**config.mk**
```make
export PLATFORM = sky130hd
export DESIGN_NAME = branch_predictor
export DESIGN_NICKNAME = d
export VERILOG_FILES = /design/src/hdl/fetch_pkg.sv /design/src/hdl/branch_predictor.sv
export SDC_FILE = /design/constraint.sdc
export NUM_CORES = 1
export LEC_CHECK = 0
export ABC_AREA = 1
export BUFFER_PORTS_ARGS = -buffer_cell sky130_fd_sc_hd__clkbuf_2
export CELL_PAD_IN_SITES_DETAIL_PLACEMENT = 0
export CELL_PAD_IN_SITES_GLOBAL_PLACEMENT = 1
export CORE_UTILIZATION = 43
export CTS_CLUSTER_SIZE = 10
export DETAILED_ROUTE_END_ITERATION = 12
export PLACE_DENSITY_LB_ADDON = 0.2
export SYNTH_ARGS = -nofsm -noshare
export SYNTH_HDL_FRONTEND = slang
export SYNTH_SLANG_ARGS = --single-unit
```
**constraint.sdc**
```tcl
create_clock -name clk -period 3.1 [get_ports clk]
set_input_delay 0.155 -clock clk [delete_from_list [all_inputs] [get_ports clk]]
set_output_delay 0.155 -clock clk [all_outputs]
set_load 0.01 [all_outputs]
```
**src/hdl/fetch_pkg.sv**
```systemverilog
`default_nettype none

package fetch_pkg;

    typedef logic [31:0] word_t;
    typedef logic [31:0] addr_t;
    typedef logic [15:0] half_t;

    // buffer state of the fetch unit
    typedef enum logic {
        DIRECT,
        USE_BUFFER
    } fetch_state_t;

    localparam logic [6:0] OPC_BRANCH = 7'b1100011;
    localparam logic [6:0] OPC_JAL    = 7'b1101111;
    localparam logic [6:0] OPC_JALR   = 7'b1100111;

    // B-type offset, sign extended
    function automatic word_t imm_b(input word_t i);
        return {{20{i[31]}}, i[7], i[30:25], i[11:8], 1'b0};
    endfunction

    // J-type offset, sign extended
    function automatic word_t imm_j(input word_t i);
        return {{12{i[31]}}, i[19:12], i[20], i[30:21], 1'b0};
    endfunction

endpackage

`default_nettype wire

```
**src/hdl/branch_predictor.sv**
```systemverilog
`timescale 1ns/10ps
`default_nettype none

module branch_predictor
    import fetch_pkg::*;
#(
    parameter int PRED_INDEX_BITS = 6
) (
    input  logic  clk,
    input  logic  reset_n,
    input  addr_t lookup_pc,
    output logic  predict_taken,
    input  logic  resolve_valid,
    input  addr_t resolve_pc,
    input  logic  resolve_taken
);

    localparam int ENTRIES = 2 ** PRED_INDEX_BITS;

    logic [1:0]                 counters [ENTRIES];
    logic [PRED_INDEX_BITS-1:0] lookup_idx;
    logic [PRED_INDEX_BITS-1:0] resolve_idx;
    logic [1:0]                 cur;

    // half-word aligned pcs, so bit 0 is skipped
    assign lookup_idx  = lookup_pc[PRED_INDEX_BITS:1];
    assign resolve_idx = resolve_pc[PRED_INDEX_BITS:1];

    assign predict_taken = counters[lookup_idx][1];
    assign cur           = counters[resolve_idx];

    always_ff @(posedge clk or negedge reset_n) begin
        if (!reset_n) begin
            // weakly not taken
            for (int i = 0; i < ENTRIES; i++) begin
                counters[i] <= 2'b01;
            end
        end else if (resolve_valid) begin
            if (resolve_taken && cur != 2'b11) begin
                counters[resolve_idx] <= cur + 2'b01;
            end else if (!resolve_taken && cur != 2'b00) begin
                counters[resolve_idx] <= cur - 2'b01;
            end
        end
    end

endmodule

`default_nettype wire

```
== Word-level counts from Yosys, hierarchy flattened ==
Cells that the tools add are included.
W data, S select, Z words.

* Register bits: 128
* Input port bits: 68
* Output and inout port bits: 1
* Logic and storage cells: 91

* Add/subtract/negate cells: 2
* Magnitude comparators: 3
* Equal/unequal tests: 1
* Muxes and demuxes: 12
* Bitwise gates (word level): 2
* Reduce and logical (&&, ||, !) cells: 7

{| class="wikitable"
|+ Operators by type and width
! cell !! count
|-
| $bwmux W128 || 2
|-
| $mux W128 || 2
|-
| $bmux W2 S6 || 2
|-
| $ge A7 B7 Y1 const B || 2
|-
| $not A6 Y7 || 2
|-
| $demux W2 S6 || 1
|-
| $mux W2 || 5
|-
| $lt A7 B1 Y1 const B || 1
|-
| $reduce_bool A2 Y1 || 2
|-
| $logic_and A1 B1 Y1 || 3
|-
| $add A2 B1 Y2 const B || 1
|-
| $ne A2 B2 Y1 const B || 1
|-
| $reduce_and A2 Y1 || 1
|-
| $sub A2 B1 Y2 const B || 1
|-
| $logic_not A1 Y1 || 1
|}

== Depth between registers and ports, before layout ==
Gate-level depths: netlist (run 1).

* Depth in word-level cells: 8
* Depth in mapped cells: 25
* Depth with buffers taken out: 22

== Worst setup path after synthesis (run 1) ==
OpenSTA, ideal clock, no wires.

* Path type: input-to-reg
* Start point: in resolve_pc[1]
* End point: reg counters[19] (netlist name)
* Library setup time: 141 ps
* Arrival time: 2406 ps
* Data required time: 2959 ps
* Slack: 552 ps
* Stages: 21
* Path buffers: 3
* Path through: buf_2 > buf_6 > or2_0 > o211ai_1 > nand2_1 > o21ai_1 > nand2_1 > nor2_1 > buf_4 > nand2_1 > ha_1 > inv_1 > nand2_1 > o21ai_0 > nand2_1 > inv_1 > nand4_1 > nor2_1 > inv_1 > nand2_1 > o21ai_1

* Longest elaborated chain between the ends: 8
* Elaborated cells on any way between the ends: 21
* Classes of those cells: 2 x add/sub; 2 x order compare; 1 x eq/ne; 9 x mux; 1 x bitwise; 6 x reduce/logical

{| class="wikitable"
|+ RTL lines
! what !! line !! text
|-
| from (decl) || branch_predictor.sv:14 || <nowiki>input addr_t resolve_pc,</nowiki>
|-
| $not A6 Y7 (implied by the code) (*) || branch_predictor.sv:30, branch_predictor.sv:40, branch_predictor.sv:42 ||
|-
| $bmux W2 S6 (tied with other cells) || branch_predictor.sv:30 || <nowiki>assign cur = counters[resolve_idx];</nowiki>
|-
| $mux W2 (implied by the code) / $logic_and A1 B1 Y1 (equally long branches) || branch_predictor.sv:30, branch_predictor.sv:40, branch_predictor.sv:42 ||
|-
| $mux W2 (on tied branches) || branch_predictor.sv:30, branch_predictor.sv:40, branch_predictor.sv:42 ||
|-
| $sub A2 B1 Y2 (tied with other cells) || branch_predictor.sv:42 || <nowiki>counters[resolve_idx] <= cur - 2'b01;</nowiki>
|-
| $bwmux W128 (tied with other cells) || branch_predictor.sv:42 ||
|-
| $mux W128 / $reduce_bool A2 Y1 (equally long branches) || - ||
|-
| $mux W128 / $reduce_and A2 Y1 (equally long branches) || - ||
|-
| to (signal, indexed assignment) || branch_predictor.sv:40 || <nowiki>counters[resolve_idx] <= cur + 2'b01;</nowiki>
|-
| to (signal, indexed assignment) || branch_predictor.sv:42 ||
|-
| to (decl) || branch_predictor.sv:20 || <nowiki>logic [1:0] counters [ENTRIES];</nowiki>
|}

Every way passes the cells marked *; elsewhere a longest branch is shown, timed or not. The select of a mux whose other input is x is not followed.
A chain may end at the register's enable or synchronous reset.

==> results of run 1 <==
-- metrics by stage --
stage	setup slack, ps	util [%]	std cells	instance area (sq um)	hold slack (ps)
after floorplan	552.4	-	1128	7510	-140.6
after global placement	128.2	47.64	1358	8013	261.2
after detailed placement	75.08	47.64	1358	8013	267.0
after CTS	216.5	51.46	1391	8655	344.2
after global routing	43.82	51.46	1391	8655	323.9
final	334.7	51.46	1391	8655	274.2
-- repair_timing --
item | CTS | global route
hold endpoints to repair | 25 | 0
gates resized for setup | 0 | 1
setup endpoints to repair | 0 | 25
hold buffers | 1 | 0
-- power by group --
group          total [mW]  switching [mW]  internal (mW)
Sequential           2.13           0.150           1.98
Combinational       0.840           0.558          0.281
Clock                2.17           0.769           1.40
Total                5.14            1.48           3.66
-- logic make-up (layout without fill, tap and decap cells) --
group / count (synthesis) / in the layout
AOI/OAI and AO/OA: 117 / 117
xor gates and xnor gates: 1 / 1
adders and majority gates: 2 / 2
buffers and inverters: 158 / 201
DFF: 128 / 128
and+or+nand+nor: 722 / 722
-- layer usage --
layer / GRT usage [%] / wire (um)
met2: 43.09 / 10750
met1: 41.07 / 11340
met3: 3.968 / 1400
met4: 12.05 / 649
met5: 0 / 0
-- cell type report --
class	instances	area (sq um)
well taps	220	275.3
repair buffers	65	515.5
clock buffers	21	470.5
clock inverters	11	161.4
fillers	1702	8164
flip-flops and latches	128	3283
inverters	104	390.4
multi-input cells	842	3558
-- Yosys cell counts, types with 2 or more instances --
cell / number / area share, %
sky130_fd_sc_hd__buf_2: 18 / 1.2
sky130_fd_sc_hd__ha_1: 2 / 0.33
sky130_fd_sc_hd__nand3_1: 131 / 8.7
sky130_fd_sc_hd__nor3_1: 8 / 0.53
sky130_fd_sc_hd__buf_6: 6 / 0.90
sky130_fd_sc_hd__nand4_1: 2 / 0.17
sky130_fd_sc_hd__o21ai_1: 5 / 0.33
sky130_fd_sc_hd__clkbuf_1: 18 / 0.90
sky130_fd_sc_hd__a21oi_1: 26 / 1.7
sky130_fd_sc_hd__o21ai_0: 81 / 5.4
sky130_fd_sc_hd__nor2_1: 79 / 3.9
sky130_fd_sc_hd__buf_1: 4 / 0.20
sky130_fd_sc_hd__inv_1: 103 / 5.1
sky130_fd_sc_hd__dfstp_2: 64 / 22
sky130_fd_sc_hd__or2_0: 5 / 0.42
sky130_fd_sc_hd__o211ai_1: 5 / 0.50
sky130_fd_sc_hd__buf_4: 8 / 0.80
sky130_fd_sc_hd__nand2_1: 496 / 25
sky130_fd_sc_hd__dfrtp_1: 64 / 21
-- path summary, 6_finish.rpt --
check	start	end	slack (ps)
max	flip-flop	counters[19]$_DFFE_PN0P_	330
min reg2reg	flip-flop	flip-flop	460
max reg2reg	flip-flop	counters[19]$_DFFE_PN0P_	330
min	resolve_valid	flip-flop	270
max in group asynchronous	reset_n	async pin	1780
min in group asynchronous	reset_n	counters[85]$_DFFE_PN0P_	340
-- worst register-to-register path, delay by kind of cell (launching register included) --
kind / cells / cell delay (ps)
adders and majority gates: 1 / 180
DFF: 1 / 530
buffers and inverters: 4 / 500
AOI/OAI and AO/OA: 2 / 210
and+or+nand+nor: 14 / 1220
==> impl.org, run 1 <==
** Outcome
- The flow ran to the end, and the final reports show no timing, DRC or antenna violations.

** Critical path
- The critical path runs through a total of 21 cells.
- CP Max Fanout :: 8
- Worst Setup Start Kind :: flip-flop
- STA classifies the critical path endpoint as a flip-flop.
- Max stage delay on crit path :: 530 ps
- The slowest stage of the critical path belongs to the cell sky130_fd_sc_hd__dfstp_2.
- Depth of the worst register-to-register path :: 21
- Signal arrival time at the worst endpoint :: 3060 ps
- Endpoint required time on the critical path :: 3390 ps
- Chain of cells forming the critical path :: nand2_1, nand2_1, nand2_1, nand2_1, nand2_1, nand2_1, nand2_1, nand2_1, nor2_4, nand2_1, inv_1, ha_1, o21ai_0, nand2_1, inv_2, nand4_1, buf_4, nor2_1, inv_1, nand2_1, o21ai_1
- Sum of buffers and inverters on the critical path :: 4
- WS Path Type :: reg2reg
- Most common cell type on the critical path :: sky130_fd_sc_hd__nand2_1
- Cell type group with the largest total delay on the critical path :: simple AND/OR/NAND/NOR gates

** Synth
- In the synthesized netlist the dominant register cell turns out to be sky130_fd_sc_hd__dfstp_2.
- Fraction of the mapped netlist area in simple logic gates :: 38.67%
- Mux cell area share after synthesis :: 0%
- Synthesized-area fraction occupied by ao, oa, aoi and oai cells :: 7.964%
- Sequential fraction of the synthesis area :: 43.72%
- In the synthesized netlist the async set-or-reset flop fraction comes to 100.0%.
- Summing the areas of all fa, ha and maj instances in the mapped netlist gives 0.3332% of the synthesized area.
- By area, the combinational part of the netlist is dominated by simple AND/OR/NAND/NOR gates.
- The number of nets in the synthesized netlist is 1198.
- Of the total synthesized cell area, the portion taken by XOR and XNOR cells is 0.1166%.
- Number of enable-type register cells in the synthesized netlist :: 0
- For this run, the number of Yosys warnings is 0.
- The netlist uses 22 different library cells.
- Number of instances in the synthesized netlist :: 1128
- Post-synthesis register bit count :: 128
- Post-synth design cell area :: 7510 sq um
- Mean instance size in the synthesized netlist :: 6.658 sq um

** Timing
- Setup violations remaining at the end of the flow were counted as 0.
- In the final timing run, aggregate negative setup slack is 0 ps.
- The number of failing hold endpoints at the final stage was 0.
- Actual slew at the worst max-slew pin :: 832.2 ps
- Across the routed clock network, the largest skew measured is 14.27 ps.
- The final critical path takes up 89.20% of the cycle.
- Final Slew Violations :: 0
- Slew margin rel. :: 44.52%
- Min cycle time layout :: 2765 ps
- Derived from the worst setup path, the maximum achievable clock frequency is 361.6 MHz.
- Setup repair after global routing left no endpoint under its margin.

** Drt
- Across all layers, the routed design uses 7230 vias.
- Dividing the detail-routed wire length by the instance count gives 17.36 um.
- Number of remaining DRC errors :: 0
- Initial DRC count :: 569
- Final routed wirelength across all metal layers :: 24140 um
- For this run, the detailed router's first-pass iteration total came to 5.
- In the routed layout, each cell is associated on average with a via count of 5.198.
- In this run the remaining antenna-violating nets after routing total 0.

** Die
- The floorplan step set the die height to 134.2 um.
- Placeable core region :: 16820 sq um
- Area of the die :: 18000 sq um
- The floorplan has 47 rows.
- Pin placement for this block handled 69 I/O pins.
- Initial cell density of the core :: 44.65%
- Die boundary width :: 134.2 um

** CTS
- CTS tree :: built
- H-Tree Level Count :: 4
- In this run the deepest clock path goes through 2 buffers.
- For this design, the sink count on the clock tree is 128.
- Buffer count from post-CTS setup fixing :: 0
- Clock root buffer master :: sky130_fd_sc_hd__clkbuf_16
- After clock tree synthesis, the clock-pin slew on the worst setup and hold paths is 60 ps.
- The later pin in the worst-skew pair is clocked with a latency of 440 ps.
- TritonCTS created 17 clock buffers.

** Global route
- The number of global-route vias before repair was 6777.
- For this run, the total global-route usage over all layers was measured as 28.59%.
- Global routing finished with a remaining overflow of 0.
- Initial antenna violation count :: 0
- Entering global routing, the biggest net connects 65 pins.
- The first global-routing pass estimated 38070 um of wire.

** Layout
- Number of nets in the final layout :: 1228
- Leaving out fill and tap cells, the most frequent cell in the layout is sky130_fd_sc_hd__nand2_1.
- Ant. Diodes :: 0
- Highest-count cells in the layout ignoring fill and taps :: 496 x sky130_fd_sc_hd__nand2_1, 131 x sky130_fd_sc_hd__nand3_1, 102 x sky130_fd_sc_hd__inv_1, 81 x sky130_fd_sc_hd__o21ai_0, 77 x sky130_fd_sc_hd__nor2_1
- Fraction of layout cells with a size suffix above 1 :: 14.01%
- Area Growth Syn to Fin :: 15.24%

** Power and ir drop
- Overall power consumption after layout is estimated at 5.140 mW.
- For this design the static power due to leakage is 4.010 nW.
- Power per standard cell area :: 593.9 nW/um^2
- IR analysis of the VDD net gives a maximum drop of 458.6 uV.

** Place
- Port buffering added 16 buffers.
- HPWL after detailed placement :: 15400 um
- At the end of routability-driven placement, the weighted congestion stood at 0.8314.

** Worst hold path
- Counting instances, the worst hold path has a depth of 7.
- The tightest min-delay check is of the in2reg type.

** Flow run
- Max_cap viols :: 0
Power figures use the tool's default switching activity.
==> run 2: changes to the inputs <==
CORE_UTILIZATION = 39   (was 43)
clock period = 2.5 ns   (was 3.1 ns; I/O delays follow)
==> impl.org, run 2 (synthesis gave the netlist of run 1 again) <==
** Critical path
- By instance count, the cell type seen most on the critical path is sky130_fd_sc_hd__nand2_2.
- The required time at the worst-slack endpoint was 2820 ps (-570 ps).
- The signal on the critical path passes through nand2_1, a21oi_1, o21ai_1, buf_4, nand2_2, nand2_2, nand2_2, nor2_1, nand3_1, ha_4, inv_2, nand2_2, o21ai_1, nand2_1, clkinv_4, nand4_1, buf_6, nor2_4, inv_2, nand2_2, o21ai_1.
- The worst setup path is launched from a flip-flop.
- Cell type group with the largest total delay on the critical path :: simple AND/OR/NAND/NOR gates
- The critical path is of the reg2reg type.
- Master of the slowest instance on the critical path :: sky130_fd_sc_hd__dfrtp_1
- Max stage delay on crit path :: 400 ps (-130 ps)
- Sum of buffers and inverters on the critical path :: 5 (+1)
- Signal arrival time at the worst endpoint :: 2920 ps (-140 ps)
- The worst setup path is captured at a flip-flop.
- The biggest fanout along the worst timing path came to 8 (unchanged).

** Drt
- The detailed router's first-iteration violation count is 570 (+0.18%).
- Vias :: 7733 (+7.0%)
- The via density per instance was 5.142 (-1.1%).
- Number of remaining DRC errors :: 0 (unchanged)
- Post-DRT Antenna Nets :: 0 (unchanged)
- Average detailed-routed wire length per instance :: 18.33 um (+5.6%)
- The total routed wirelength is 27570 um (+14%).
- The number of iterations in the first detailed-routing pass was 5 (unchanged).

** Power and ir drop
- The leakage component of the power came to 4.617 nW (+15%).
- Power share of the clock group :: 39.6% (-2.6 points)
- The total power divided by cell area came to 677.8 nW/um^2 (+14%).
- The net switching power came to 2.108 mW (+43%).
- VDD IR max :: 439.4 uV (-4.2%)
- The fraction of power consumed by sequential logic is 38.1% (-3.3 points).
- The switching share of power is 30.56% (+1.8 points).
- The part of the power in combinational logic came to 22.3% (+6.0 points).
- Internal cell power :: 4.789 mW (+31%)

** CTS
- Clock input transition at the sequential cells of the worst setup and hold paths :: 60 ps (about the same)
- Maximum buffer depth of the clock tree :: 2 (unchanged)
- Clock Sink Count :: 128 (unchanged)
- Later-pin clock latency in the skew report :: 440 ps (about the same)
- Clock root buffer master :: sky130_fd_sc_hd__clkbuf_16
- Cts bufs inserted :: 17 (unchanged)
- The total number of H-tree levels is 4 (unchanged).
- TritonCTS built the clock tree.

** Die
- Area of the die :: 19810 sq um (+10%)
- The number of top-level pins came to 69 (unchanged).
- The core footprint came to 18770 sq um (+12%).
- The die span in y is 140.8 um (+4.9%).
- The count of standard-cell rows was 50 (+6.4%).
- Die boundary width :: 140.8 um (+4.9%)
- Initial cell density of the core :: 40.01% (-4.6 points)

** Timing
- The final critical-path setup slack was -104.1 ps (-438.8 ps).
- The worst relative slew slack was 35.94% (-8.6 points).
- The fmax came to 384.0 MHz (+6.2%).
- Setup repair after global routing missed its margin :: true
- # setup viols final :: 67 (+67)
- Actual slew at the worst max-slew pin :: 960.8 ps (+128.7 ps)
- Min cycle time layout :: 2604 ps (-161.2 ps)
- The worst clock skew on the final layout is 10.65 ps (-3.625 ps).
- Number of failing hold endpoints at the final stage :: 0 (unchanged)
- Portion of the clock cycle consumed by the worst path in the final layout :: 104.2% (+15 points)
- Final Slew Violations :: 0 (unchanged)

** Global route
- Gr ovfl total :: 0 (unchanged)
- Global-route wire length before repair :: 42830 um (+12%)
- The number of global-route vias before repair came to 7524 (+11%).
- Initial antenna violation count :: 0 (unchanged)
- Global-route usage over all layers :: 29.04% (+0.45 points)
- The pin count of the biggest net entering global routing is 129 (+98%).

** Place
- The final HPWL from detailed placement came to 17430 um (+13%).
- The placed instance area is 8747 sq um (+9.2%).
- Placer's final routability congestion estimate :: 0.8332 (+0.22%)
- Number of buffer cells added on primary ports :: 16 (unchanged)

** Layout
- Multi-input combinational cell area :: 4143 sq um (+16%)
- The fill cell instance count of the final layout came to 1850 (+8.7%).
- The area growth from synthesis to layout is 35.50%.
- The sequential cell area is 3283 sq um (unchanged).
- Share of the core filled with cells in the final layout :: 54.22% (+2.8 points)
- Most common library cell in the layout ignoring fill and taps :: sky130_fd_sc_hd__nand2_1
- Number of nets in the final layout :: 1327 (+8.1%)
- The area of all placed cells without fillers is 10180 sq um (+18%).
- The antenna diode count came to 0 (unchanged).
- Fraction of layout cells with a size suffix above 1 :: 33.39% (+19 points)
- The top cell types in the final layout, fill and taps aside, are 468 x sky130_fd_sc_hd__nand2_1, 113 x sky130_fd_sc_hd__buf_4, 109 x sky130_fd_sc_hd__nand3_1, 64 x sky130_fd_sc_hd__dfstp_2, 64 x sky130_fd_sc_hd__dfrtp_1.

** Outcome
- The checks that failed: setup timing.
- Outcome :: finished with violations

** Flow run
- The number of violations of the max-capacitance limit is 0 (unchanged).

** Worst hold path
- The worst hold path belongs to the class in2async.
[run 2: cell types whose count changed in the layout (fill, tap and decap cells not counted), sizes merged]
cell and delta:
buf +98, clkbuf -1, clkinv +2
[run 2: metrics by stage]
stage / setup slack [ps] / instances / power (mW) / setup TNS [ps] / hold WS, ps
finish: -104.1 / 1504 / 6.897 / -2610 / 338.7
global route: -265.9 / 1504 / 7.193 / -21030 / 409.2
CTS: -25.13 / 1495 / 6.747 / -298.7 / 300.8
detailed placement: -679.2 / 1462 / 3.972 / -44470 / 305.9
global placement: -704.1 / 1462 / 3.964 / -46440 / 305.7
floorplan: 3.161 / 1128 / 3.310 / 0 / -170.6
[run 2: worst reg2reg max path: cells and delay by family, from the launching register on]
kind	cells	cell delay, ps
AOI/OAI and AO/OA	4	320
adders and majority gates	1	200
buffers and inverters	5	570
DFF	1	400
and+or+nand+nor	11	990
[run 2: worst paths after layout]
path	startpoint	to	slack, ps	cells past startpoint
setup / recovery	counters[59]$_DFFE_PN0P_	counters[33]$_DFFE_PN0P_	-100	21
hold / removal	reset_n	counters[127]$_DFFE_PN0P_	340	3
setup reg to reg	counters[59]$_DFFE_PN0P_	counters[33]$_DFFE_PN0P_	-100	21
hold reg to reg	flip-flop	flip-flop	460	2
max in group asynchronous	reset_n	counters[7]$_DFFE_PN0P_	1570	3
min in group clk	resolve_valid	flip-flop	350	7
[run 2: repair_timing]
item	in CTS	in global routing
gates cloned	0	3
endpoints found under the hold margin	64	0
pin swaps	10	48
buffers inserted	1	6
endpoints found under the setup margin	103	128
hold buffers	1	0
gates resized for setup	80	188
[run 2: final cells by class]
class,instances,share of cell area [%]
Inverter,104,3.885
Timing Repair Buffer,164,14.08
Tap cell,234,2.877
Multi-Input combinational cell,842,40.71
Clock inverter,13,1.832
Clock buffer,19,4.353
Sequential cell,128,32.26
[run 2: power groups by stage]
stage | clock [mW] | combinational [mW] | sequential [mW]
2_1_floorplan | 0 | 0.699 | 2.61
3_3_place_gp | 0 | 1.31 | 2.65
3_5_place_dp | 0 | 1.32 | 2.65
4_1_cts | 2.77 | 1.35 | 2.63
5_1_grt | 2.84 | 1.69 | 2.66
6_report | 2.73 | 1.54 | 2.63
[run 2: per-layer routing]
| layer | up-vias | routed length (um) | GRT usage (%) |
|---|---|---|---|
| met3 | 39 | 1416 | 4.212 |
| met5 | - | 0 | 0 |
| li1 | 3801 | - | - |
| met2 | 193 | 12580 | 45.72 |
| met4 | 0 | 631 | 10.18 |
| met1 | 3700 | 12940 | 40.74 |
==> run 3: changes to the inputs <==
ABC_CLOCK_PERIOD_IN_PS = 2500   (was default)
REMOVE_ABC_BUFFERS = 1   (was default)
==> impl.org, run 3 (synthesis gave the netlist of run 1 again) <==
** Outcome
- The run finished, with violations left.
- Failing checks :: setup timing

** Die
- The die span in y was 140.8 um (unchanged).
- Area of the die :: 19810 sq um (unchanged)
- The core footprint came to 18770 sq um (unchanged).
- Initial cell density of the core :: 40.01% (unchanged)
- Site row count :: 50 (unchanged)
- Die boundary width :: 140.8 um (unchanged)
- Number of placed I/O pins :: 69 (unchanged)

** Place
- Cell count after placement :: 1473 (+0.75%)
- The global placement routability congestion is 0.8636 (+3.6%).
- The count of input and output buffers is 16 (unchanged).
- The placed instance area came to 8851 sq um (+1.2%).
- HPWL after detailed placement :: 17390 um (-0.24%)

** CTS
- The insertion delay of the later-clocked pin in the worst-skew pair was 420 ps (-20 ps).
- Clock Sink Count :: 128 (unchanged)
- CTS tree :: built
- Clock root buffer master :: sky130_fd_sc_hd__clkbuf_16
- Cts bufs inserted :: 17 (unchanged)
- The total number of H-tree levels came to 4 (unchanged).
- Maximum buffer depth of the clock tree :: 2 (unchanged)
- Clock input transition at the sequential cells of the worst setup and hold paths :: 60 ps (about the same)

** Timing
- Setup repair after global routing could not meet its margin everywhere.
- The post-route setup TNS came to -1265 ps (+1345 ps).
- The final-report max-slew violation count came to 0 (unchanged).
- The worst relative slew slack came to 32.40% (-3.5 points).
- Number of failing hold endpoints at the final stage :: 0 (unchanged)
- Post-Route Skew :: 8.890 ps (-1.755 ps)
- The transition time at the pin with the least slew margin was 1014 ps (+53.12 ps).
- Portion of the clock cycle consumed by the worst path in the final layout :: 103.0% (-1.1 points)
- The final critical-path setup slack came to -75.61 ps (+28.45 ps).
- The fmax is 388.3 MHz (+1.1%).
- The final critical-path required period came to 2576 ps (-28.45 ps).
- The final setup violation count was 41 (-39%).

** Drt
- The number of remaining DRC errors was 0 (unchanged).
- The via density per instance was 5.142 (about the same).
- The detailed router's first-iteration violation count was 618 (+8.4%).
- The number of iterations in the first detailed-routing pass came to 5 (unchanged).
- Average detailed-routed wire length per instance :: 17.75 um (-3.2%)
- The total routed wirelength was 26820 um (-2.7%).
- Post-DRT Antenna Nets :: 0 (unchanged)
- The count of vias placed by the detailed router is 7769 (+0.47%).

** Layout
- Layout Cells excl Fill :: 1511 (+0.47%)
- The share of final-layout standard cells stronger than drive strength 1 came to 34.61% (+1.2 points).
- Share of the core filled with cells in the final layout :: 55.15% (+0.93 points)
- The top cell types in the final layout, fill and taps aside, are 481 x sky130_fd_sc_hd__nand2_1, 123 x sky130_fd_sc_hd__buf_4, 96 x sky130_fd_sc_hd__nand3_1, 64 x sky130_fd_sc_hd__dfstp_2, 64 x sky130_fd_sc_hd__dfrtp_1.
- The area of all placed cells without fillers came to 10350 sq um (+1.7%).
- Most common library cell in the layout ignoring fill and taps :: sky130_fd_sc_hd__nand2_1
- Ant. Diodes :: 0 (unchanged)
- Number of nets in the final layout :: 1334 (+0.53%)
- Relative to the synthesized area, the layout overhead comes to 37.82%.

** Critical path
- The required time at the worst-slack endpoint was 2810 ps (about the same).
- Worst Setup Start Kind :: flip-flop
- The critical path goes through nand2_1, nand2_1, nand2_1, nand2_1, nand2_1, nand2_1, nand2_2, nand2_2, nor2_4, nand2_2, inv_2, ha_4, o21ai_2, nand2_2, clkinv_4, nand4_1, buf_6, nor2_4, inv_2, nand2_2, o21ai_2.
- CP Max Fanout :: 8 (unchanged)
- Master of the slowest instance on the critical path :: sky130_fd_sc_hd__dfstp_2
- The critical path arrival came to 2880 ps (-40 ps).
- The critical path in this run is classified as reg2reg.
- CP endpoint kind :: flip-flop
- Sum of buffers and inverters on the critical path :: 4 (-1)
- The slack of the worst reg-to-reg path is -80 ps (+30 ps).
- Counting stages on the worst path, the most repeated cell is sky130_fd_sc_hd__nand2_1.
- The maximum single-stage delay on the critical path is 540 ps (+140 ps).
- Cell type group with the largest total delay on the critical path :: simple AND/OR/NAND/NOR gates

** Flow run
- The number of violations of the max-capacitance limit was 0 (unchanged).

** Power and ir drop
- The peak supply drop is 526.4 uV (+20%).
- Power per standard cell area :: 643.6 nW/um^2 (-5.0%)
- The leakage component of the power is 4.659 nW (+0.91%).
- The sum of internal, switching and leakage power came to 6.662 mW (-3.4%).

** Global route
- Pin count of the biggest net entering global routing :: 84 (-35%)
- Gr ovfl total :: 0 (unchanged)
- The wire length of the first global-routing pass is 42490 um (-0.79%).
- Initial antenna violation count :: 0 (unchanged)
- Global-route usage over all layers :: 28.56% (-0.48 points)
- Number of global-route vias before repair :: 7522 (-0.027%)

** Worst hold path
- The min-delay analysis places its worst path in the category in2async.
[run 3: timing repair]
action	4_1_cts	5_1_grt
gates cloned	0	0
resized for setup	145	165
buffers inserted	1	4
pin swaps	14	51
endpoints found under the setup margin	128	128
hold buffers	1	0
hold endpoints to repair	16	0
[run 3: final cells by class]
cell class	count	area (sq um)
clock buffers	21	460.4
clock inverters	11	137.6
fillers	1778	8418
inverters	104	395.4
multi-input cells	842	4284
flip-flops and latches	128	3283
well taps	234	292.8
repair buffers	171	1496
[run 3: worst reg2reg max path, stage by stage, from the launching register on]
cell,delay (ps)
sky130_fd_sc_hd__dfstp_2,540
sky130_fd_sc_hd__nand2_1,50
sky130_fd_sc_hd__nand2_1,70
sky130_fd_sc_hd__nand2_1,70
sky130_fd_sc_hd__nand2_1,90
sky130_fd_sc_hd__nand2_1,50
sky130_fd_sc_hd__nand2_1,90
sky130_fd_sc_hd__nand2_2,70
sky130_fd_sc_hd__nand2_2,100
sky130_fd_sc_hd__nor2_4,40
sky130_fd_sc_hd__nand2_2,70
sky130_fd_sc_hd__inv_2,50
sky130_fd_sc_hd__ha_4,150
sky130_fd_sc_hd__o21ai_2,120
sky130_fd_sc_hd__nand2_2,80
sky130_fd_sc_hd__clkinv_4,120
sky130_fd_sc_hd__nand4_1,160
sky130_fd_sc_hd__buf_6,200
sky130_fd_sc_hd__nor2_4,140
sky130_fd_sc_hd__inv_2,80
sky130_fd_sc_hd__nand2_2,60
sky130_fd_sc_hd__o21ai_2,40
[run 3: layer usage]
metal	up-vias	track usage [%]	share of wire [%]
met4	0	8.181	1.5
met1	3714	40.15	48
met5	-	0	0
met2	194	45.59	46
li1	3835	-	-
met3	26	4.280	5.0
[run 3: worst paths after layout]
| path | endpoint | depth (start not counted) |
|---|---|---|
| worst max-delay path | counters[113]$_DFFE_PN0P_ | 21 |
| worst min-delay path | counters[117]$_DFFE_PN0P_ | 2 |
| worst max register to register | counters[113]$_DFFE_PN0P_ | 21 |
| worst min register to register | flip-flop | 2 |
| max in group asynchronous | async pin | 3 |
| min in group clk | flip-flop | 7 |
[run 3: power by group]
| part | switching (mW) | leakage (nW) | internal, mW |
|---|---|---|---|
| Combinational | 0.882 | 2.83 | 0.599 |
| Sequential | 0.156 | 1.54 | 2.45 |
| Clock | 0.959 | 0.289 | 1.61 |
[run 3: metrics by stage]
stage / hold slack, ps / setup slack (ps)
after floorplan: -170.6 / -3465
after global placement: 120.8 / -567.1
after detailed placement: 121.2 / -588.1
after CTS: 206.4 / -96.30
after global routing: 233.7 / -230.3
final: 206.0 / -75.61
